`src/verilog/icache_pkg.sv`:
```
// shared types of the instruction cache
// physical address equals virtual address, no MMU in front of the cache
// tags travel as full addresses with the index and offset bits cleared
package icache_pkg;

  localparam int unsigned XLEN = 32;

  // ======================================================================
  // plain vectors
  // ======================================================================
  typedef logic [XLEN-1:0] addr_t;
  typedef logic [XLEN-1:0] instr_t;

  // ======================================================================
  // fetch port
  // ======================================================================
  typedef struct packed {
    addr_t vaddr;
  } fetch_req_t;

  // adef flags a misaligned fetch, instr is zero then
  typedef struct packed {
    addr_t  vaddr;
    instr_t instr;
    logic   adef;
  } fetch_rsp_t;

  // ======================================================================
  // memory read channels
  // ======================================================================
  // line aligned incrementing burst, len is beats minus one
  typedef struct packed {
    addr_t      addr;
    logic [7:0] len;
  } mem_ar_t;

  typedef struct packed {
    instr_t data;
    logic   last;
  } mem_r_t;

endpackage

```
`src/verilog/icache_ctrl.sv`:
```
// stage 1 register, refill FSM and array write control
// one fetch in flight, a hit answers one cycle after its array read
// a flush drops stage 1, a running burst drains without an install
`timescale 1ns/100ps

module icache_ctrl #(
  parameter int WAY_NUM    = 4,
  parameter int SET_NUM    = 16,
  parameter int LINE_WORDS = 4
) (
  input  logic                         clk,
  input  logic                         rst_n,
  input  logic                         req_valid_i,
  input  icache_pkg::fetch_req_t       req_i,
  output logic                         req_ready_o,
  output logic                         rsp_valid_o,
  output icache_pkg::fetch_rsp_t       rsp_o,
  input  logic                         rsp_ready_i,
  input  logic                         inv_valid_i,
  input  logic [$clog2(SET_NUM)-1:0]   inv_idx_i,
  output logic                         inv_ready_o,
  input  logic                         flush_i,
  output logic                         ar_valid_o,
  output icache_pkg::mem_ar_t          ar_o,
  input  logic                         ar_ready_i,
  input  logic                         r_valid_i,
  input  logic                         r_last_i,
  output logic                         r_ready_o,
  input  logic                         hit_i,
  input  icache_pkg::instr_t           hit_word_i,
  input  logic                         line_done_i,
  input  logic [$clog2(WAY_NUM)-1:0]   victim_i,
  output logic [$clog2(SET_NUM)-1:0]   rd_idx_o,
  output logic [$clog2(SET_NUM)-1:0]   wr_idx_o,
  output logic [WAY_NUM-1:0]           tag_we_o,
  output logic [WAY_NUM-1:0]           valid_we_o,
  output logic                         valid_wdata_o,
  output logic [WAY_NUM-1:0]           data_we_o,
  output icache_pkg::addr_t            wr_tag_o,
  output logic                         plru_hit_o,
  output logic                         plru_fill_o,
  output logic [$clog2(LINE_WORDS)-1:0] s1_offset_o
);

  localparam int WAY_W   = $clog2(WAY_NUM);
  localparam int IDX_LSB = $clog2(LINE_WORDS) + 2;
  localparam int TAG_LSB = IDX_LSB + $clog2(SET_NUM);

  typedef enum logic [1:0] {
    IDLE,
    MISS,
    REFILL
  } state_e;

  state_e                 state_q;
  logic                   s1_valid_q;
  logic                   s1_done_q;
  icache_pkg::fetch_req_t s1_req_q;
  icache_pkg::instr_t     s1_instr_q;

  logic s1_adef, lookup, lk_done, lk_miss;
  logic s1_free, inv_fire, req_fire, fill;

  // ====================================================================
  // stage 1 decisions
  // ====================================================================
  assign s1_adef = |s1_req_q.vaddr[1:0];
  // array outputs belong to the stage 1 set only while nothing has answered yet
  assign lookup  = s1_valid_q && !s1_done_q && state_q == IDLE;
  assign lk_done = lookup && (hit_i || s1_adef);
  assign lk_miss = lookup && !hit_i && !s1_adef;

  assign s1_free     = (!s1_valid_q || (s1_done_q && rsp_ready_i)) && state_q == IDLE;
  // invalidate wins over a fetch in the same cycle
  assign inv_ready_o = s1_free;
  assign req_ready_o = s1_free && !inv_valid_i && !flush_i;
  assign inv_fire    = inv_valid_i && inv_ready_o;
  assign req_fire    = req_valid_i && req_ready_o;

  assign rsp_valid_o = s1_done_q;
  assign rsp_o = '{vaddr: s1_req_q.vaddr, instr: s1_instr_q, adef: s1_adef};

  always_ff @(posedge clk or negedge rst_n) begin
    if (!rst_n) begin
      s1_valid_q <= 1'b0;
      s1_done_q  <= 1'b0;
    end else if (flush_i) begin
      s1_valid_q <= 1'b0;
      s1_done_q  <= 1'b0;
    end else if (s1_free) begin
      s1_valid_q <= req_fire;
      s1_done_q  <= 1'b0;
    end else if (lk_done) begin
      s1_done_q  <= 1'b1;
    end
  end

  always_ff @(posedge clk) begin
    if (req_fire) begin
      s1_req_q <= req_i;
    end
    if (lk_done) begin
      s1_instr_q <= s1_adef ? '0 : hit_word_i;
    end
  end

  // ====================================================================
  // refill FSM
  // ====================================================================
  always_ff @(posedge clk or negedge rst_n) begin
    if (!rst_n) begin
      state_q <= IDLE;
    end else begin
      case (state_q)
        IDLE:    if (lk_miss && !flush_i) state_q <= MISS;
        MISS:    if (ar_ready_i) state_q <= REFILL;
        REFILL:  if (r_valid_i && r_last_i) state_q <= IDLE;
        default: state_q <= IDLE;
      endcase
    end
  end

  assign ar_valid_o = state_q == MISS;
  assign ar_o = '{addr: {s1_req_q.vaddr[31:IDX_LSB], {IDX_LSB{1'b0}}},
                  len:  8'(LINE_WORDS - 1)};
  assign r_ready_o  = state_q == REFILL;

  // ====================================================================
  // array control
  // ====================================================================
  // a flushed request leaves s1 empty, so its line is never installed
  assign fill = state_q == REFILL && line_done_i && s1_valid_q;

  assign rd_idx_o      = s1_free ? req_i.vaddr[TAG_LSB-1:IDX_LSB]
                                 : s1_req_q.vaddr[TAG_LSB-1:IDX_LSB];
  assign wr_idx_o      = inv_fire ? inv_idx_i : s1_req_q.vaddr[TAG_LSB-1:IDX_LSB];
  assign valid_wdata_o = !inv_fire;
  assign wr_tag_o      = {s1_req_q.vaddr[31:TAG_LSB], {TAG_LSB{1'b0}}};
  assign s1_offset_o   = s1_req_q.vaddr[IDX_LSB-1:2];
  assign plru_hit_o    = lookup && hit_i && !s1_adef;
  assign plru_fill_o   = fill;

  always_comb begin
    for (int i = 0; i < WAY_NUM; i++) begin
      tag_we_o[i]   = fill && victim_i == WAY_W'(i);
      data_we_o[i]  = fill && victim_i == WAY_W'(i);
      // invalidate clears every way of the set
      valid_we_o[i] = inv_fire || tag_we_o[i];
    end
  end

  a_ar_hold: assert property (@(posedge clk) disable iff (!rst_n)
    ar_valid_o && !ar_ready_i |=> ar_valid_o && $stable(ar_o))
    else $error("icache_ctrl: AR request dropped or changed before ready");

  a_no_rsp_in_refill: assert property (@(posedge clk) disable iff (!rst_n)
    state_q == REFILL |-> !rsp_valid_o)
    else $error("icache_ctrl: response raised during refill");

endmodule

```
`config.mk`:
```
export PLATFORM = sky130hd
export DESIGN_NAME = icache_ctrl
export DESIGN_NICKNAME = d
export VERILOG_FILES = /design/src/verilog/icache_pkg.sv /design/src/verilog/icache_ctrl.sv
export SDC_FILE = /design/constraint.sdc
export NUM_CORES = 1
export LEC_CHECK = 0
export ABC_CLOCK_PERIOD_IN_PS = 6200
export BUFFER_PORTS_ARGS = -buffer_cell sky130_fd_sc_hd__buf_2
export CORE_ASPECT_RATIO = 0.5
export CORE_MARGIN = 4
export CORE_UTILIZATION = 43
export DETAILED_ROUTE_END_ITERATION = 10
export GPL_TIMING_DRIVEN = 0
export PLACE_DENSITY = 0.89
export SYNTH_ARGS = -nofsm -noshare
export SYNTH_HDL_FRONTEND = slang
export SYNTH_SLANG_ARGS = --single-unit
```
`constraint.sdc`:
```
create_clock -name clk -period 6.2 [get_ports clk]
set_input_delay 0.31 -clock clk [delete_from_list [all_inputs] [get_ports clk]]
set_output_delay 0.31 -clock clk [all_outputs]
set_load 0.005 [all_outputs]
```
==> run metrics, run 1 <==
initial antenna violation count=0; combinational fraction of design power=11.1%; P_sw=241 uW; sw frac=19.6%; Max FO, Critical Path=10; Post-CTS Setup Bufs=0; DRC viols=0; Inserted Clock Buffers=9; Req. time, crit path=5.89 ns; critical path endpoint=rsp_o[0]; final-stage net count=568; final WL=8.68 mm; Final Cycle Share=33.7%; Yosys Warn Count=0; Max IR drop VDD=around 170 uV; clock-pin slew on the worst setup and hold paths=0.06 ns; hold path start=req_i[28]; layout cells sized above 1=68.5%; crit path launch=s1_req_q[1]; WP buf/inv=4; cell count after synthesis=230; Pins Over Slew Limit=0; cell family with most CP delay=buffers and inverters; Rows=21; synth cell count leaders=79 x buf_4, 64 x edfxtp_1, 33 x and2_1; count leader, synth=buf_4; Critical Path Max Stage Delay=around 0.41 ns; ANT nets after route=0; number of synthesized flops with an enable pin=64; diodes inserted=0; largest net degree at the start of global routing=33; ys async rst share=5.88%; post-detail-place hpwl=7.13 mm; Die Ht=69.0 um; fin crit period=2.09 ns; Crit Reg-Reg Endpoint=s1_req_q[2]; Hold Crit Depth=1; initial drt markers=90; Routability Congestion=approximately 0.87; vias=2,481; Worst-Margin Slew=0.745 ns; Max Cap Viol=0; Setup Skew=0.00573 ns; area grow syn2layout=52.0%; H-tree depth=3; CTS tree=done; DIE WIDTH=130 um; Clock Latency Late Sink=0.32 ns; r2r setup slk=4.18 ns; clock power share=around 45%; filler cell count=526; Cell variety after synth=31; relative slew slack=50.3%; Power Internal=slightly below 1000 uW; clock root buffer=clkbuf_16; RSZ-0062 raised after global routing=false; Reg power frac=43.4%; # port buffers=227; Fmax achieved=479 MHz; # IOs=about 250; crit path DAT=1.78 ns; post-route core utilization=between 70% and 80%; cells on worst reg2reg path=4; Total GRT Usage=roughly 18%; mapped cell area=3200 um^2; Die ar.=about 9000 um^2; CP Launch Type=flop; Worst Hold Class=in2reg; gr ovfl total=0; post-synth top area share=between 60% and 70%; Slowest-stage cell, CP=edfxtp_1; Post-Syn Area per Cell=13.9 um^2; setup violators final=0; Sink Count=68; vias per cell=around 4.2; Main synth FF type=edfxtp_1; top cell type by total area after synthesis=edfxtp_1; Synth Register Bits=68; reg2reg start=state_q[0]; Setup TNS=0 ns; DRT Pass-1 Iters=4; crit-path cells=nor2_1, clkbuf_1, inv_1, buf_4, buf_2; first-pass GRT wire length=12.0 mm; WL/cell=14.9 um; post-CTS sizing=0; area of the core=6940 um^2; vias in the first global route=2,395; status=finished, final reports clean; Worst Setup Path Type=reg2out; sequential-to-total area share from yosys stat=a little over three fifths; Crit. End Element=output port; top cells by area, synth=edfxtp_1 60%, buf_4 19%, and2_1 6.5%; instance count on the critical path=5; Starting Density=46.1%; Final Hold Viols=0; pwr/cell area=~250 nW/um^2; Leak=0.00247 uW; Longest Clk Path Bufs=2
worst min path at each step:
stage | end | slack (ns)
floorplan | rsp_valid_o | 0.01
global placement | state_q[1] | 0.12
detailed placement | state_q[1] | 0.12
CTS | s1_req_q[30] | 0.15
global route | s1_req_q[30] | 0.15
finish | s1_req_q[28] | 0.17
power groups by stage:
stage	logic (uW)	clock network (uW)	registers, uW
2_1_floorplan	63.6	0	545
3_5_place_dp	137	0	545
4_1_cts	138	572	536
6_report	137	560	535
5_1_grt	151	594	537
3_3_place_gp	133	0	543
registers in the layout, indices dropped and copies added (netlist names):
register,cells
s1_instr_q,32
rsp_valid_o,1
state_q,2
s1_valid_q,1
s1_req_q,32
timing repair:
| item | in CTS | in global routing |
|---|---|---|
| endpoints found under the setup margin | 0 | 0 |
| hold buffers | 1 | 0 |
| hold endpoints to repair | 4 | 0 |
cell usage in the layout, fill, tap and decap left out, drive strengths merged:
master / count
a21bo: 1
a21o: 1
a21oi: 1
a22o: 1
a31oi: 1
a32o: 1
and2: 34
and3: 4
buf: 307
bufinv: 3
clkbuf: 12
clkinv: 4
conb: 20
dfrtp: 4
dlygate4sd3: 1
edfxtp: 64
inv: 4
mux2: 8
nand2: 3
nand3: 2
nand3b: 2
nor2: 5
nor2b: 2
nor3: 2
nor4b: 1
o21ai: 2
o31ai: 1
or3: 1
logic make-up (layout without fill, tap and decap cells):
logic type,after synthesis,in the layout,synth area share [%]
buffers and inverters,87,331,19.7
DFF,68,68,63.3
muxes,8,8,3.29
AOI/OAI and AO/OA,9,9,2.23
other,2,20,0.235
and+or+nand+nor,56,56,11.2
stage by stage:
step	area, um^2	total power [uW]	cells	hold slack (ns)	worst slack, ns
2_1_floorplan	3260	609	248	0.0144	4.07
3_5_place_dp	4510	682	567	0.124	3.70
3_3_place_gp	4510	677	567	0.120	3.72
4_1_cts	4850	1250	584	0.155	3.69
5_1_grt	4860	1280	584	0.148	3.91
6_report	4860	1230	584	0.165	4.11
cell type report:
| class | instances | area, um^2 | share of cell area [%] |
|---|---|---|---|
| Sequential cell | 68 | 2020 | 41.6 |
| Timing Repair Buffer | 228 | 1150 | 23.6 |
| Buffer | 83 | 616 | 12.7 |
| Multi-Input combinational cell | 93 | 613 | 12.6 |
| Clock buffer | 9 | 225 | 4.64 |
| Tap cell | 92 | 115 | 2.37 |
| Clock inverter | 7 | 105 | 2.16 |
| Inverter | 4 | 15.0 | 0.309 |
layer usage:
| metal | part of all wire [%] | GRT usage [%] | vias to the layer above |
|---|---|---|---|
| li1 | - | - | 1207 |
| met1 | 34 | 18.6 | 1144 |
| met2 | 56 | 34.9 | 115 |
| met3 | 8.0 | 5.46 | 15 |
| met4 | 1.8 | 5.57 | 0 |
| met5 | 0 | 0 | - |
Power figures use the tool's default switching activity.
==> run 2: changes to the inputs <==
--- a/config.mk
+++ b/config.mk
@@ -5,14 +5,14 @@
 export SDC_FILE = /design/constraint.sdc
 export NUM_CORES = 1
 export LEC_CHECK = 0
-export ABC_CLOCK_PERIOD_IN_PS = 6200
+export ABC_CLOCK_PERIOD_IN_PS = 2200
 export BUFFER_PORTS_ARGS = -buffer_cell sky130_fd_sc_hd__buf_2
 export CORE_ASPECT_RATIO = 0.5
 export CORE_MARGIN = 4
-export CORE_UTILIZATION = 43
+export CORE_UTILIZATION = 40
 export DETAILED_ROUTE_END_ITERATION = 10
 export GPL_TIMING_DRIVEN = 0
-export PLACE_DENSITY = 0.89
+export PLACE_DENSITY = 0.84
 export SYNTH_ARGS = -nofsm -noshare
 export SYNTH_HDL_FRONTEND = slang
 export SYNTH_SLANG_ARGS = --single-unit
==> constraint.sdc (replaced) <==
create_clock -name clk -period 2.2 [get_ports clk]
set_input_delay 0.11 -clock clk [delete_from_list [all_inputs] [get_ports clk]]
set_output_delay 0.11 -clock clk [all_outputs]
set_load 0.005 [all_outputs]
==> run metrics, run 2 (synthesis results as in run 1) <==
WL/cell=14.5 um; fin crit period=between 2 and 2.5 ns; clock root buffer=clkbuf_16; Placed Instances=roughly 580; Regs by FF count=s1_instr_q x32, s1_req_q x32, state_q x2; filler cell count=609; H-tree depth=3; # IOs=248; cell area after layout=5130 um^2; Worst-Margin Slew=0.750 ns; vias=2,601; Die ar.=9570 um^2; pwr/cell area=617 nW/um^2; post-route insts no fill=632; setup violators final=0; Clock Latency Late Sink=0.32 ns; status=finished, final reports clean; # port buffers=227; largest net degree at the start of global routing=33; post-detail-place hpwl=6.94 mm; area grow syn2layout=60.5%; most frequent cells in the layout=227 x buf_2, 79 x buf_4, 64 x edfxtp_1; vias per cell=4.12; Max FO, Critical Path=32; final-stage net count=601; Fmax achieved=a little under 500 MHz; initial antenna violation count=0; Routability Congestion=about 0.89; Total GRT Usage=18.4%; RSZ-0062 raised after global routing=false; Max Cap Viol=0; Inserted Clock Buffers=9; relative slew slack=approximately half; clock-pin slew on the worst setup and hold paths=0.05 ns; area of the core=7540 um^2; DRT Pass-1 Iters=4; Starting Density=a little over two fifths; most common cell after layout, fill and taps aside=buf_2; Req. time, crit path=2.14 ns; CP Launch Type=flop; ANT nets after route=0; Setup Skew=0.00634 ns; CTS tree=done; Leak=0.00257 uW; diodes inserted=0; final WL=roughly 9.2 mm; Rows=22; Worst Hold Class=in2reg; Final Hold Viols=0; DRC viols=0; DP Area=4530 um^2; Die Ht=71.2 um; Crit. End Element=flop; Max IR drop VDD=~450 uV; initial drt markers=109; Pins Over Slew Limit=0; Worst Setup Path Type=reg2reg; Longest Clk Path Bufs=2; vias in the first global route=2,596; first-pass GRT wire length=13.4 mm; DIE WIDTH=134 um; crit path DAT=about 2 ns; Sink Count=68; layout cells sized above 1=64.3%; Final Cycle Share=92.7%; gr ovfl total=0
==> run 2: final cells by class <==
cell class | count | area, um^2 | share of cell area, %
flip-flops and latches | 68 | 2020 | 39.4
repair buffers | 261 | 1480 | 28.8
plain buffers | 83 | 616 | 12.0
multi-input cells | 93 | 613 | 12.0
clock buffers | 12 | 236 | 4.61
well taps | 108 | 135 | 2.63
clock inverters | 3 | 15.0 | 0.293
inverters | 4 | 15.0 | 0.293
==> run 2: repair_timing <==
action                                 in CTS  in global routing
buffers inserted                            0                  0
gates resized for setup                     2                  0
setup endpoints to repair                  64                  0
hold buffers                               34                  0
endpoints found under the hold margin      38                  0
==> run 2: worst paths after layout <==
| check | from | end | slack, ns | cells past startpoint |
|---|---|---|---|---|
| min reg2reg | s1_valid_q | s1_valid_q | 0.65 | 2 |
| min in group asynchronous | rst_n | s1_valid_q | 0.14 | 2 |
| max in group asynchronous | rst_n | state_q[1] | 1.93 | 2 |
| max | state_q[0] | s1_req_q[12] | 0.16 | 4 |
| max reg2reg | state_q[0] | s1_req_q[12] | 0.16 | 4 |
| min | ar_ready_i | state_q[1] | 0.05 | 2 |
==> run 2: power breakdown <==
part / leakage [uW] / total, uW / internal [uW] / switching, uW
Clock: 0.000126 / 1220 / 750 / 469
Sequential: 0.000650 / 1510 / 1480 / 26.5
Combinational: 0.00179 / 435 / 260 / 175
Total: 0.00257 / 3160 / 2490 / 671
==> run 2: metrics by stage <==
step | TNS (ns) | setup WS (ns) | power [uW] | hold slack, ns | utilization [%]
2_1_floorplan | 0 | 0.0713 | 1720 | -0.186 | -
3_3_place_gp | -15.55 | -0.288 | 1910 | -0.0792 | 60.1
3_5_place_dp | -17.48 | -0.334 | 1920 | -0.0779 | 60.1
4_1_cts | 0 | 0.155 | 3190 | 0.0461 | 68.0
5_1_grt | 0 | 0.0516 | 3300 | 0.0498 | 68.0
6_report | 0 | 0.160 | 3160 | 0.0507 | 68.0
==> run 2: per-layer routing <==
metal | vias up | routed length, um | GRT usage (%)
met3 | 13 | 831 | 6.61
met1 | 1196 | 3020 | 18.8
met4 | 0 | 130 | 5.08
met2 | 122 | 5180 | 35.7
li1 | 1270 | - | -
met5 | - | 0 | 0
==> run 2: critical path, cell delays in order, from the launching register on <==
cell and delay (ns):
dfrtp_1 0.44, nor2_2 0.21, and2_4 0.17, buf_6 0.13
and3_2 0.69
==> run 3: changes to the inputs <==
--- a/config.mk
+++ b/config.mk
@@ -12,7 +12,9 @@
 export CORE_UTILIZATION = 40
 export DETAILED_ROUTE_END_ITERATION = 10
 export GPL_TIMING_DRIVEN = 0
+export HOLD_SLACK_MARGIN = 0.12
 export PLACE_DENSITY = 0.84
+export SKIP_LAST_GASP = 1
 export SYNTH_ARGS = -nofsm -noshare
 export SYNTH_HDL_FRONTEND = slang
 export SYNTH_SLANG_ARGS = --single-unit
==> run metrics, run 3 (synthesis results as in run 1) <==
fin crit period=2.04 ns; layout cells sized above 1=60.4%; area of the core=7540 um^2; Fmax achieved=490 MHz; clock root buffer=clkbuf_16; Starting Density=42.4%; Placed Instances=583; initial antenna violation count=0; Clock Latency Late Sink=0.32 ns; worst setup margin=0.160 ns; # IOs=248; Req. time, crit path=between 2 and 2.5 ns; register area=2020 um^2; Inserted Clock Buffers=9; Worst-Margin Slew=0.748 ns; initial drt markers=133; Regs by FF count=s1_instr_q x32, s1_req_q x32, state_q x2; Die Ht=71.2 um; vias in the first global route=2,860; diodes inserted=0; RSZ-0062 raised after global routing=false; dpl ws=-0.334 ns; DRC viols=0; vias=about 2,800; Die ar.=9570 um^2; Sink Count=about 70; final-stage net count=635; largest net degree at the start of global routing=33; first-pass GRT wire length=14.9 mm; relative slew slack=50.1%; combinational fraction of design power=15.2%; area of the multi-input gates=between 600 and 700 um^2; setup violators final=0; Final Cycle Share=92.7%; Rows=22; DIE WIDTH=about 130 um; Total GRT Usage=about a fifth; status=finished, final reports clean; most frequent cells in the layout=227 x buf_2, 79 x buf_4, 68 x dlygate4sd3_1; filler cell count=562; vias per cell=4.17; P_sw=692 uW; met2 Use GR=40.0%; Max Cap Viol=0; clock-pin slew on the worst setup and hold paths=~0.050 ns; Leak=0.00272 uW; most common cell after layout, fill and taps aside=buf_2; pwr/cell area=590 nW/um^2; area grow syn2layout=71.1%; Pins Over Slew Limit=0; clock power share=38.0%; Worst Hold Class=in2reg; Setup Skew=0.00625 ns; CTS tree=done; grt met1 use=20.4%; Longest Clk Path Bufs=2; gr busiest metal=met2; Power Internal=roughly 2500 uW; Max IR drop VDD=460 uV; final WL=9.96 mm; Final Hold Viols=0; crit path DAT=1.98 ns; Crit. End Element=flop; Worst Setup Path Type=reg2reg; CP Launch Type=flop; DRT Pass-1 Iters=6; # port buffers=227; Max FO, Critical Path=32; Reg power frac=46.8%; post-route insts no fill=666; H-tree depth=3; WL/cell=15.0 um; post-detail-place hpwl=6.94 mm; met3 Usage GRT=6.75%; ANT nets after route=0; Routability Congestion=0.891; r2r setup slk=0.16 ns; gr ovfl total=0; sw frac=21.5%
run 3: routing by layer:
layer  part of all wire, %  vias up
met5                     0        -
met4                   1.8        0
met3                   8.0       19
met2                    56      128
met1                    34     1287
li1                      -     1340
run 3: path summary, 6_finish.rpt:
kind	from	end	depth (start not counted)
worst max register to register	state_q[0]	s1_req_q[12]	4
worst min-delay path	hit_word_i[6]	s1_instr_q[6]	2
min in group asynchronous	rst_n	s1_valid_q	2
max in group asynchronous	rst_n	state_q[1]	2
worst min register to register	rsp_valid_o	rsp_valid_o	2
worst max-delay path	state_q[0]	s1_req_q[12]	4
run 3: critical path: stages, from the launching register on:
cell and delay (ns):
dfrtp_1 0.44, nor2_2 0.21, and2_4 0.17, buf_6 0.13, and3_2 0.69
run 3: power groups by stage:
stage	registers [uW]	clock network [uW]	logic, uW
finish	1510	1230	489
global route	1510	1310	530
CTS	1510	1250	483
detailed placement	1540	0	384
global placement	1530	0	377
floorplan	1540	0	179
run 3: area by class of cell:
type | instances | area share [%]
Tap cell | 108 | 2.47
Clock inverter | 3 | 0.275
Clock buffer | 12 | 4.32
Sequential cell | 68 | 37.0
Multi-Input combinational cell | 93 | 11.2
Buffer | 83 | 11.3
Timing Repair Buffer | 295 | 33.2
Inverter | 4 | 0.275
run 3: through the flow:
stage	setup TNS [ns]	hold slack (ns)	util, %	total power, uW	instance area, um^2
after floorplan	0	-0.186	-	1720	3260
after global placement	-15.55	-0.0792	60.1	1910	4530
after detailed placement	-17.48	-0.0779	60.1	1920	4530
after CTS	0	0.123	72.5	3240	5470
after global routing	0	0.136	72.5	3360	5470
final	0	0.135	72.5	3220	5470
run 3: what timing repair did:
| item | CTS | global route |
|---|---|---|
| resized for setup | 2 | 0 |
| endpoints found under the setup margin | 64 | 0 |
| setup buffers | 0 | 0 |
| hold buffers | 68 | 0 |
| hold endpoints to repair | 71 | 0 |
