**src/verilog/icache_pkg.sv**
```systemverilog
// shared types of the instruction cache
// physical address equals virtual address, no MMU in front of the cache
// tags travel as full addresses with the index and offset bits cleared
package icache_pkg;

  localparam int unsigned XLEN = 32;

  // ======================================================================
  // plain vectors
  // ======================================================================
  typedef logic [XLEN-1:0] addr_t;
  typedef logic [XLEN-1:0] instr_t;

  // ======================================================================
  // fetch port
  // ======================================================================
  typedef struct packed {
    addr_t vaddr;
  } fetch_req_t;

  // adef flags a misaligned fetch, instr is zero then
  typedef struct packed {
    addr_t  vaddr;
    instr_t instr;
    logic   adef;
  } fetch_rsp_t;

  // ======================================================================
  // memory read channels
  // ======================================================================
  // line aligned incrementing burst, len is beats minus one
  typedef struct packed {
    addr_t      addr;
    logic [7:0] len;
  } mem_ar_t;

  typedef struct packed {
    instr_t data;
    logic   last;
  } mem_r_t;

endpackage

```
**src/verilog/icache_refill_buf.sv**
```systemverilog
// gathers the beats of one burst into a cache line
// word 0 is the first beat, the line is complete on the last beat
// and is presented in that same cycle
`timescale 1ns/100ps

module icache_refill_buf #(
  parameter int LINE_WORDS = 4
) (
  input  logic                                   clk,
  input  logic                                   rst_n,
  input  logic                                   active_i,
  input  logic                                   beat_i,
  input  icache_pkg::mem_r_t                     r_i,
  output icache_pkg::instr_t [LINE_WORDS-1:0]    line_o,
  output logic                                   line_done_o
);

  localparam int CNT_W = $clog2(LINE_WORDS);
  localparam int BUF_W = (LINE_WORDS - 1) * icache_pkg::XLEN;

  logic [BUF_W-1:0] buf_q;
  logic [CNT_W-1:0] cnt_q;

  always_ff @(posedge clk or negedge rst_n) begin
    if (!rst_n) begin
      cnt_q <= '0;
    end else if (!active_i) begin
      cnt_q <= '0;
    end else if (beat_i) begin
      cnt_q <= cnt_q + 1'b1;
    end
  end

  // new beats enter at the top and move down one word per beat
  always_ff @(posedge clk) begin
    if (beat_i) begin
      buf_q <= BUF_W'({r_i.data, buf_q} >> icache_pkg::XLEN);
    end
  end

  assign line_o      = {r_i.data, buf_q};
  assign line_done_o = beat_i && cnt_q == CNT_W'(LINE_WORDS - 1);

  // the memory must end the burst exactly at the line length
  a_last_on_line_end: assert property (@(posedge clk) disable iff (!rst_n)
    beat_i |-> r_i.last == (cnt_q == CNT_W'(LINE_WORDS - 1)))
    else $error("icache_refill_buf: last does not match the line length");

endmodule

```
**config.mk**
```make
export PLATFORM = sky130hd
export DESIGN_NAME = icache_refill_buf
export DESIGN_NICKNAME = d
export VERILOG_FILES = /design/src/verilog/icache_pkg.sv /design/src/verilog/icache_refill_buf.sv
export SDC_FILE = /design/constraint.sdc
export NUM_CORES = 1
export LEC_CHECK = 0
export BUFFER_PORTS_ARGS = -buffer_cell sky130_fd_sc_hd__clkbuf_2
export CELL_PAD_IN_SITES_DETAIL_PLACEMENT = 1
export CELL_PAD_IN_SITES_GLOBAL_PLACEMENT = 1
export CORE_MARGIN = 5
export CORE_UTILIZATION = 36
export CTS_CLUSTER_DIAMETER = 40
export DETAILED_ROUTE_END_ITERATION = 16
export PLACE_DENSITY = 0.88
export RECOVER_POWER = 25
export SYNTH_ARGS = -nofsm -noshare
export SYNTH_HDL_FRONTEND = slang
export SYNTH_SLANG_ARGS = --single-unit
```
**constraint.sdc**
```tcl
create_clock -name clk -period 1.45 [get_ports clk]
set_clock_uncertainty 0.1 [all_clocks]
set_input_delay 0.435 -clock clk [delete_from_list [all_inputs] [get_ports clk]]
set_output_delay 0.435 -clock clk [all_outputs]
set_load 0.1 [all_outputs]
```
==> impl_metrics.sql, run 1 <==
INSERT INTO impl_metrics (metric_group, metric, value, unit) VALUES
('floorplanning', 'design.core.area', '8720', 'um^2'),
('floorplanning', 'floorplan.die_area', '10900', 'um^2'),
('synthesis', 'yosysTopAreaCell', 'sky130_fd_sc_hd__edfxtp_1', ''),
('status', 'run_status', 'complete, but fails checks', ''),
('placement', 'place.detailed.instances', '379', ''),
('global_route', 'global_route.peak_usage_layer', 'met2', ''),
('floorplanning', 'initial_core_util', '0.370', ''),
('placement', 'port_buffers', '164', ''),
('timing', 'final_hold_viol_count', '0', ''),
('status', 'failed_checks', 'setup timing', ''),
('power', 'p_total', '8.15', 'mW'),
('synthesis', 'synth_top_family_by_area', 'buffers and inverters', ''),
('synthesis', 'synth.distinct_cells', '9', ''),
('global_route', 'use_met3', '0.0789', ''),
('routing', 'detail_route.iter0.violations', '48', ''),
('global_route', 'grt-ovfl-total', '0', ''),
('critical_path', 'critical_path.startpoint_type', 'flop', ''),
('final_layout', 'layout_common_cells', 'sky130_fd_sc_hd__buf_12 (131), sky130_fd_sc_hd__edfxtp_1 (96), sky130_fd_sc_hd__buf_4 (40), sky130_fd_sc_hd__clkbuf_1 (33), sky130_fd_sc_hd__clkbuf_8 (9)', ''),
('timing', 'timing.final.ws_setup', '-346', 'ps'),
('final_layout', 'multi_input_comb_area', '55.1', 'um^2'),
('clocking', 'max-clock-path-buffers', '2', ''),
('synthesis', 'synth_compound_gate_area_share', '0', ''),
('final_layout', 'final_cell_area', '6370', 'um^2'),
('final_layout', 'regArea', '2930', 'um^2'),
('final_layout', 'diodes', '0', ''),
('synthesis', 'synth_nets', '174', ''),
('synthesis', 'synth_xor_xnor_area_share', '0.00272', ''),
('critical_path', 'worstSetupEndpointType', 'primary output', ''),
('placement', 'gp_congestion', '0.687', ''),
('global_route', 'grt.met1_usage', '0.146', ''),
('critical_path', 'critical_path_peak_fanout', '2', ''),
('final_layout', 'post_route_cells_drive_above_1_share', '0.575', ''),
('final_layout', 'post_layout_nonfiller_instances', '433', ''),
('timing', 'share_of_the_cycle_needed_by_the_critical_path_after_routing', '1.24', ''),
('final_layout', 'area_growth', '97.5', '%'),
('timing', 'worst_slew_margin_rel', '0.813', ''),
('global_route', 'first_global_vias', '2188', ''),
('synthesis', 'synth.avg_cell_area', '23.7', 'um^2'),
('routing', 'route.antenna.remaining_nets', '0', ''),
('run', 'max_cap_viol_count', '0', ''),
('synthesis', 'synthDominantCellAreaShare', '0.894', ''),
('routing', 'remaining_drc_errors', '0', ''),
('clocking', 'tritoncts.num_buffers', '9', ''),
('clocking', 'h_tree_level_count', '3', ''),
('timing', 'setup_repair_after_global_routing_missed_its_margin', 'true', ''),
('floorplanning', 'die_h', '105', 'um'),
('placement', 'place_area', '5930', 'um^2'),
('clocking', 'cts_tree', 'built', ''),
('placement', 'post-dp-hpwl', '6.98', 'mm'),
('synthesis', 'synth-warning-count', '0', ''),
('timing', 'finalSetupViolCount', '97', ''),
('synthesis', 'syn-instance-count', '136', ''),
('routing', 'dr_vias', '1893', ''),
('clocking', 'ctsRootBufferMaster', 'sky130_fd_sc_hd__clkbuf_8', ''),
('synthesis', 'ys_top_cells_by_area', 'sky130_fd_sc_hd__edfxtp_1 (89%), sky130_fd_sc_hd__buf_4 (7.5%), sky130_fd_sc_hd__dfrtp_1 (1.6%)', ''),
('final_layout', 'layout_commonest_cell', 'sky130_fd_sc_hd__buf_12', ''),
('final_layout', 'design.final.nets', '359', ''),
('power', 'power.static_leakage', '2.55', 'nW'),
('routing', 'detail_route.wl_per_cell', '21.7', 'um'),
('worst_hold_path', 'worst_min_delay_path_class', 'in -> reg', ''),
('synthesis', 'synth_mux_area_frac', '0.00310', ''),
('synthesis', 'synth_adder_area_share', '0.00388', ''),
('timing', 'minimum_period_implied_by_the_final_worst_setup_slack', '1800', 'ps'),
('timing', 'report.final.slew_viol_count', '0', ''),
('floorplanning', 'placement_rows', '34', ''),
('clocking', 'path_clk_slew', '80', 'ps'),
('timing', 'worst_slew_pin_slew', '280', 'ps'),
('final_layout', 'postLayoutCoreUtil', '0.730', ''),
('global_route', 'antenna_found_initial', '0', ''),
('synthesis', 'synth.cell_area', '3220', 'um^2'),
('global_route', 'grt_pass1_wl', '13.5', 'mm');
cells in the mapped netlist (all sizes together):
master,instances
edfxtp,96
buf,32
and2,2
dfrtp,2
ha,1
mux2i,1
nor2b,1
xor2,1
power by group:
group | switching [mW] | internal, mW | leakage [nW]
clock | 0.891 | 0.777 | 0.0902
sequential | 0.195 | 3.35 | 0.966
combinational | 1.96 | 0.979 | 1.50
cell type report:
class	instances	area share
clock inverters	6	0.00924
repair buffers	206	0.481
multi-input cells	6	0.00865
clock buffers	9	0.0195
flip-flops and latches	98	0.461
well taps	108	0.0212
path summary, 6_finish.rpt:
check / from / slack [ps] / end / cells past startpoint
setup / recovery: cnt_q[1]$_DFFE_PN0P_ / -350 / line_done_o / 3
hold / removal: active_i / 220 / cnt_q[0]$_DFFE_PN0P_ / 2
setup reg to reg: cnt_q[1]$_DFFE_PN0P_ / 300 / cnt_q[1]$_DFFE_PN0P_ / 3
hold reg to reg: buf_q[79]$_DFFE_PP_ / 420 / buf_q[47]$_DFFE_PP_ / 0
max in group asynchronous: rst_n / 800 / cnt_q[1]$_DFFE_PN0P_ / 2
min in group asynchronous: rst_n / 320 / cnt_q[0]$_DFFE_PN0P_ / 2
repair_timing:
action / in CTS / in global routing
hold buffers: 1 / 0
buffers inserted: 25 / 13
setup endpoints to repair: 97 / 97
hold endpoints to repair: 2 / 0
pin swaps: 0 / 2
gates resized for setup: 1 / 0
cells by family after synthesis:
| group | after synthesis |
|---|---|
| buffers and inverters | 32 |
| flip-flops | 98 |
| AND/OR/NAND/NOR | 3 |
| multiplexers | 1 |
| adder cells (fa/ha/maj) | 1 |
| XOR/XNOR | 1 |
critical path, stage by stage, from the launching register on:
cell,delay [ps]
sky130_fd_sc_hd__dfrtp_1,410
sky130_fd_sc_hd__ha_2,200
sky130_fd_sc_hd__and2_4,140
sky130_fd_sc_hd__buf_12,160
through the flow:
step	hold slack, ps	worst slack (ps)
after CTS	194	-357
after global routing	200	-406
after detailed placement	125	-9.68
final	216	-346
after floorplan	39.4	-0.462
after global placement	120	29.2
routing by layer:
metal / wire length (um) / part of all wire
met1: 2860 / 0.31
met2: 5560 / 0.59
met3: 862 / 0.092
met4: 90 / 0.0096
met5: 0 / 0
flip-flops by register name (all words and copies together) (netlist names):
signal  cells
buf_q      96
cnt_q       2
Power figures use the tool's default switching activity.
==> run 2, diff against run 1 <==
Settings changed: BUFFER_PORTS_ARGS -buffer_cell sky130_fd_sc_hd__clkbuf_2 to default, CORE_UTILIZATION 36 to 45, DONT_BUFFER_PORTS from default to 1, GPL_TIMING_DRIVEN from default to 0, PLACE_DENSITY 0.88 to 0.8.
==> run 2 against run 1 <==
  * The run still ends with setup timing left
  * Core utilization is 21 points lower
  * First-iteration DRC count is 44% higher
  * Non-clock buffer count is 170 lower
  * Critical path type unchanged
==> impl_metrics.sql, run 2 (synthesis results as in run 1) <==
INSERT INTO impl_metrics (metric_group, metric, value, unit) VALUES
('clocking', 'max-clock-path-buffers', '2', ''),
('global_route', 'grt-ovfl-total', '0', ''),
('critical_path', 'launching_element_of_the_worst_setup_path', 'buf_q[56]$_DFFE_PP_', ''),
('placement', 'post-dp-hpwl', '4.38', 'mm'),
('floorplanning', 'placement_rows', '30', ''),
('critical_path', 'regToRegSetupSlack', '20', 'ps'),
('floorplanning', 'initial_core_util', '0.469', ''),
('status', 'failed_checks', 'setup timing', ''),
('critical_path', 'critical_path.startpoint_type', 'flop', ''),
('routing', 'detail_route.vias_per_cell', '4.81', ''),
('final_layout', 'design.final.nets', '189', ''),
('global_route', 'grtUsageTotal', '0.123', ''),
('critical_path', 'worstSetupEndpointType', 'primary output', ''),
('global_route', 'first_global_vias', '1230', ''),
('critical_path', 'crit_path_end', 'line_o[56]', ''),
('final_layout', 'layout.filler_cells', '607', ''),
('clocking', 'ctsRootBufferMaster', 'sky130_fd_sc_hd__clkbuf_8', ''),
('routing', 'first_pass_iters', '4', ''),
('final_layout', 'area_growth', '10.5', '%'),
('timing', 'share_of_the_cycle_needed_by_the_critical_path_after_routing', '1.30', ''),
('timing', 'max_clk_rate', '532', 'MHz'),
('routing', 'routed_wirelength', '5.83', 'mm'),
('routing', 'detail_route.iter0.violations', '69', ''),
('routing', 'detail_route.wl_per_cell', '23.1', 'um'),
('critical_path', 'worstSetupPathType', 'reg -> out', ''),
('critical_path', 'r2r_start', 'buf_q[56]$_DFFE_PP_', ''),
('floorplanning', 'top_level_ports', '166', ''),
('clocking', 'tritoncts.num_buffers', '9', ''),
('power', 'power.density_cell_area', '1930', 'nW/um^2'),
('global_route', 'grt_pass1_wl', '7.95', 'mm'),
('floorplanning', 'die_h', '94.6', 'um'),
('timing', 'minimum_period_implied_by_the_final_worst_setup_slack', '1880', 'ps'),
('timing', 'report.final.slew_viol_count', '0', ''),
('clocking', 'cts_tree', 'built', ''),
('timing', 'finalSetupViolCount', '97', ''),
('clocking', 'h_tree_level_count', '3', ''),
('critical_path', 'timing.reg2reg.worst_path_depth', '0', ''),
('timing', 'final_hold_viol_count', '0', ''),
('power', 'ir_drop', '746', 'uV'),
('final_layout', 'post_route_cells_drive_above_1_share', '0.333', ''),
('placement', 'detailedPlace.worstSlack', '-63.7', 'ps'),
('routing', 'remaining_drc_errors', '0', ''),
('final_layout', 'diodes', '0', ''),
('clocking', 'path_clk_slew', '100', 'ps'),
('run', 'max_cap_viol_count', '0', ''),
('floorplanning', 'design.core.area', '6870', 'um^2'),
('timing', 'timing.final.ws_setup', '-430', 'ps'),
('critical_path', 'crit_cells', '0', ''),
('clocking', 'clock_insertion_delay_worst_skew', '350', 'ps'),
('routing', 'route.antenna.remaining_nets', '0', ''),
('final_layout', 'largest_reg_flops', '96', ''),
('floorplanning', 'die-width', '94.6', 'um'),
('critical_path', 'reg2reg_to', 'buf_q[24]$_DFFE_PP_', ''),
('timing', 'timing.hold.ws', '75.9', 'ps'),
('global_route', 'grt_max_degree', '100', ''),
('placement', 'gp_congestion', '0.656', ''),
('timing', 'worst_slew_pin_slew', '976', 'ps'),
('timing', 'setup_repair_after_global_routing_missed_its_margin', 'true', ''),
('final_layout', 'registers.top_by_ff_count', 'buf_q', ''),
('final_layout', 'layout_commonest_cell', 'sky130_fd_sc_hd__edfxtp_1', ''),
('final_layout', 'layout_common_cells', 'sky130_fd_sc_hd__edfxtp_1 (96), sky130_fd_sc_hd__buf_4 (35), sky130_fd_sc_hd__clkbuf_8 (9), sky130_fd_sc_hd__inv_6 (3)', ''),
('placement', 'port_buffers', '0', ''),
('clocking', 'cts_sinks', '98', ''),
('critical_path', 'worstPathRequired', '920', 'ps'),
('final_layout', 'postLayoutCoreUtil', '0.519', ''),
('routing', 'dr_vias', '1211', ''),
('worst_hold_path', 'worst_min_delay_path_class', 'in -> reg', ''),
('status', 'run_status', 'complete, but fails checks', ''),
('final_layout', 'biggestRegsByFlops', 'buf_q (96), cnt_q (2)', ''),
('timing', 'worst_slew_margin_rel', '0.350', ''),
('global_route', 'antenna_found_initial', '0', ''),
('floorplanning', 'floorplan.die_area', '8960', 'um^2'),
('power', 'power.static_leakage', '1.27', 'nW'),
('critical_path', 'critical_path_peak_fanout', '2', ''),
('critical_path', 'data_arrival_critical_path', '1340', 'ps');
-- run 2: cell count changes in the layout (fill, tap and decap cells not counted), sizes merged --
cell / previous run / this run
clkbuf: 43 / 9
bufinv: 1 / 0
clkinv: 4 / 3
clkinvlp: 1 / 0
inv: 0 / 4
buf: 171 / 35
-- run 2: worst min path at each step --
| stage | startpoint | end | slack [ps] | depth (start not counted) |
|---|---|---|---|---|
| 2_1_floorplan | rst_n | cnt_q[0]$_DFFE_PN0P_ | 40 | 0 |
| 3_3_place_gp | rst_n | cnt_q[0]$_DFFE_PN0P_ | 40 | 0 |
| 3_5_place_dp | rst_n | cnt_q[1]$_DFFE_PN0P_ | 40 | 0 |
| 4_1_cts | r_i[23] | buf_q[86]$_DFFE_PP_ | 60 | 0 |
| 5_1_grt | r_i[6] | buf_q[69]$_DFFE_PP_ | 40 | 0 |
| 6_report | r_i[17] | buf_q[80]$_DFFE_PP_ | 80 | 0 |
-- run 2: power breakdown --
part | total [mW] | internal [mW] | switching, mW
combinational | 0.455 | 0.0784 | 0.377
clock | 1.60 | 0.658 | 0.939
sequential | 4.82 | 3.36 | 1.46
total | 6.87 | 4.09 | 2.78
-- run 2: area by class of cell --
class	instances	area (um^2)	share of cell area
clock buffer	9	124	0.0348
clock inverter	7	60.1	0.0169
sequential	98	2930	0.823
buffer	32	240	0.0674
multi-input combinational	6	52.6	0.0148
timing repair buffer	4	32.5	0.00913
tap	96	120	0.0337
-- run 2: what timing repair did --
action / 4_1_cts / 5_1_grt
endpoints found under the setup margin: 97 / 98
endpoints found under the hold margin: 2 / 0
hold buffers: 1 / 0
buffers inserted: 1 / 2
pin swaps: 1 / 1
resized for setup: 0 / 0
cloned: 0 / 0
-- run 2: stage by stage --
| step | cells | setup TNS (ps) | power, mW | instance area [um^2] |
|---|---|---|---|---|
| 4_1_cts | 250 | -40550 | 6.93 | 3550 |
| 6_report | 252 | -38070 | 6.87 | 3560 |
| 3_3_place_gp | 232 | -1820 | 5.32 | 3350 |
| 2_1_floorplan | 136 | -29.6 | 5.26 | 3230 |
| 5_1_grt | 252 | -42970 | 7.11 | 3560 |
| 3_5_place_dp | 232 | -2410 | 5.34 | 3350 |
-- run 2: per-layer routing --
metal  vias up  global-route usage  part of all wire
met2        71               0.224              0.59
met4         0              0.0505             0.013
met1       624               0.129              0.33
li1        509                   -                 -
met3         7              0.0422             0.071
met5         -                   0                 0
==> run 3, diff against run 2 <==
Settings changed: BUFFER_PORTS_ARGS from default to -buffer_cell sky130_fd_sc_hd__clkbuf_2, CORE_UTILIZATION 45 to 36, DONT_BUFFER_PORTS 1 to default, PLACE_DENSITY 0.8 to 0.88.
==> run 3 against run 2 <==
  * Fmax grew 3.1%
  * Sequential power fell by 27%
  * Register-to-register slack gained 240 ps
  * The flow still finishes with violations (setup timing)
  * Final area increased by 69%
  * Power is 19% higher
  * Worst setup slack better by 56 ps
  * Critical endpoint is now line_done_o
  * Clock power increased by 18%
  * Routed wire length rose by 67%
  * Core utilization rose by 17 points
  * Critical path depth increased by 3
  * Global-route usage is 4.1 points higher
==> impl_metrics.sql, run 3 (synthesis results as in run 1) <==
INSERT INTO impl_metrics (metric_group, metric, value, unit) VALUES
('final_layout', 'area_growth', '87.2', '%'),
('timing', 'timing.final.ws_setup', '-374', 'ps'),
('clocking', 'path_clk_slew', '90', 'ps'),
('final_layout', 'largest_reg_flops', '96', ''),
('power', 'power.static_leakage', '2.50', 'nW'),
('power', 'share_seq_of_total_power', '0.432', ''),
('clocking', 'h_tree_level_count', '3', ''),
('timing', 'minimum_period_implied_by_the_final_worst_setup_slack', '1820', 'ps'),
('timing', 'final_hold_viol_count', '0', ''),
('floorplanning', 'top_level_ports', '166', ''),
('worst_hold_path', 'worst_min_delay_path_class', 'in -> reg', ''),
('global_route', 'grt_pass1_wl', '13.6', 'mm'),
('status', 'run_status', 'complete, but fails checks', ''),
('timing', 'worst_slew_pin_slew', '393', 'ps'),
('floorplanning', 'initial_core_util', '0.370', ''),
('timing', 'setup_repair_after_global_routing_missed_its_margin', 'true', ''),
('routing', 'first_pass_iters', '4', ''),
('global_route', 'grt_max_degree', '56', ''),
('placement', 'gp_congestion', '0.716', ''),
('final_layout', 'layout_commonest_cell', 'sky130_fd_sc_hd__edfxtp_1', ''),
('final_layout', 'layout_common_cells', 'sky130_fd_sc_hd__edfxtp_1 (96), sky130_fd_sc_hd__buf_8 (86), sky130_fd_sc_hd__buf_4 (68), sky130_fd_sc_hd__clkbuf_8 (42), sky130_fd_sc_hd__clkbuf_1 (31)', ''),
('critical_path', 'worstPathRequired', '920', 'ps'),
('timing', 'share_of_the_cycle_needed_by_the_critical_path_after_routing', '1.26', ''),
('timing', 'report.final.slew_viol_count', '0', ''),
('global_route', 'grtUsageTotal', '0.165', ''),
('critical_path', 'worstSetupEndpointType', 'primary output', ''),
('routing', 'detail_route.iter0.violations', '29', ''),
('final_layout', 'post_route_cells_drive_above_1_share', '0.619', ''),
('timing', 'timing.hold.ws', '174', 'ps'),
('power', 'net_switching_power', '3.04', 'mW'),
('critical_path', 'list_of_cells_traversed_by_the_critical_path', 'ha_2 > and2_4 > clkbuf_16', ''),
('floorplanning', 'placement_rows', '34', ''),
('global_route', 'antenna_found_initial', '0', ''),
('power', 'ir_drop', '725', 'uV'),
('critical_path', 'crit_family', 'flip-flops', ''),
('placement', 'place.detailed.instances', '409', ''),
('final_layout', 'diodes', '0', ''),
('run', 'max_cap_viol_count', '0', ''),
('timing', 'finalSetupViolCount', '104', ''),
('timing', 'max_clk_rate', '548', 'MHz'),
('floorplanning', 'design.core.area', '8720', 'um^2'),
('power', 'power_switching_share', '0.373', ''),
('clocking', 'tritoncts.num_buffers', '9', ''),
('placement', 'place_area', '4210', 'um^2'),
('critical_path', 'path_buf_inv', '1', ''),
('critical_path', 'worstSetupPathType', 'reg -> out', ''),
('global_route', 'first_global_vias', '2218', ''),
('final_layout', 'biggestRegsByFlops', 'buf_q (96), cnt_q (2)', ''),
('routing', 'dr_vias', '2025', ''),
('clocking', 'ctsRootBufferMaster', 'sky130_fd_sc_hd__clkbuf_8', ''),
('placement', 'port_buffers', '164', ''),
('clocking', 'cts_sinks', '98', ''),
('final_layout', 'post_layout_nonfiller_instances', '462', ''),
('critical_path', 'data_arrival_critical_path', '1290', 'ps'),
('placement', 'post-dp-hpwl', '5.45', 'mm'),
('critical_path', 'critical_path.startpoint_type', 'flop', ''),
('power', 'power.internal', '5.11', 'mW'),
('critical_path', 'crit_slowest_cell', 'sky130_fd_sc_hd__dfrtp_1', ''),
('clocking', 'clock_insertion_delay_worst_skew', '350', 'ps'),
('power', 'clockPowerShare', '0.232', ''),
('clocking', 'cts_tree', 'built', ''),
('routing', 'detail_route.wl_per_cell', '21.0', 'um'),
('final_layout', 'design.final.nets', '387', ''),
('routing', 'routed_wirelength', '9.72', 'mm'),
('power', 'power.share.combinational', '0.336', ''),
('final_layout', 'registers.top_by_ff_count', 'buf_q', ''),
('floorplanning', 'floorplan.die_area', '10900', 'um^2'),
('timing', 'worst_slew_margin_rel', '0.738', ''),
('critical_path', 'crit_path_max_incr_delay', '400', 'ps'),
('floorplanning', 'die_h', '105', 'um'),
('clocking', 'max-clock-path-buffers', '2', ''),
('final_layout', 'final_cell_area', '6040', 'um^2'),
('power', 'power.density_cell_area', '1350', 'nW/um^2'),
('global_route', 'grt-ovfl-total', '0', ''),
('status', 'failed_checks', 'setup timing', ''),
('critical_path', 'critical_path_peak_fanout', '2', ''),
('routing', 'remaining_drc_errors', '0', ''),
('timing', 'finalSetupTns', '-6740', 'ps'),
('routing', 'route.antenna.remaining_nets', '0', ''),
('routing', 'detail_route.vias_per_cell', '4.38', ''),
('floorplanning', 'die-width', '105', 'um');
==> run 3: cell count changes in the layout (fill, tap and decap cells not counted), sizes merged <==
cell,delta
buf,+120
bufinv,+2
clkbuf,+80
clkinv,-2
clkinvlp,+2
inv,-4
==> run 3: cell type report <==
type / count / area [um^2]
sequential: 98 / 2930
fill: 727 / 2690
tap: 108 / 135
buffer: 32 / 240
timing repair buffer: 202 / 2460
clock buffer: 11 / 131
multi-input combinational: 6 / 55.1
clock inverter: 5 / 78.8
==> run 3: power groups by stage <==
stage               clock network [mW]  registers [mW]  logic, mW
finish                            1.89            3.51       2.74
floorplan                            0            4.83      0.432
global placement                     0            3.49       2.12
CTS                               1.92            3.46       2.60
detailed placement                   0            3.50       2.14
global route                      2.07            3.54       2.79
==> run 3: path summary, 6_finish.rpt <==
check,from,endpoint,slack [ps],depth (start not counted)
max,cnt_q[1]$_DFFE_PN0P_,line_done_o,-370,3
min,r_i[31],buf_q[94]$_DFFE_PP_,170,1
max reg2reg,cnt_q[0]$_DFFE_PN0P_,cnt_q[0]$_DFFE_PN0P_,260,4
min reg2reg,buf_q[87]$_DFFE_PP_,buf_q[55]$_DFFE_PP_,400,0
max in group asynchronous,rst_n,cnt_q[0]$_DFFE_PN0P_,820,2
min in group asynchronous,rst_n,cnt_q[1]$_DFFE_PN0P_,310,2
==> run 3: repair_timing <==
item | CTS | global route
cloned | 0 | 0
buffers inserted | 13 | 23
hold buffers | 1 | 0
endpoints found under the hold margin | 2 | 0
resized for setup | 271 | 86
pin swaps | 1 | 0
endpoints found under the setup margin | 129 | 97
==> run 3: per-layer routing <==
metal / global-route usage / part of all wire / vias up
li1: - / - / 906
met1: 0.160 / 0.32 / 1000
met2: 0.312 / 0.57 / 106
met3: 0.0654 / 0.087 / 13
met4: 0.0594 / 0.018 / 0
met5: 0 / 0 / -
==> run 3: through the flow <==
step           power [mW]  setup WS [ps]   util
6_report             8.14           -374  0.692
5_1_grt              8.40           -415  0.692
4_1_cts              7.98           -364  0.664
3_5_place_dp         5.64           -787  0.483
3_3_place_gp         5.60          -2070  0.479
2_1_floorplan        5.26         -0.462      -
==> run 3: worst reg2reg max path, stage by stage, from the launching register on <==
cell,delay (ps)
sky130_fd_sc_hd__dfrtp_1,390
sky130_fd_sc_hd__buf_4,140
sky130_fd_sc_hd__buf_4,130
sky130_fd_sc_hd__xor2_1,160
sky130_fd_sc_hd__and2_1,180
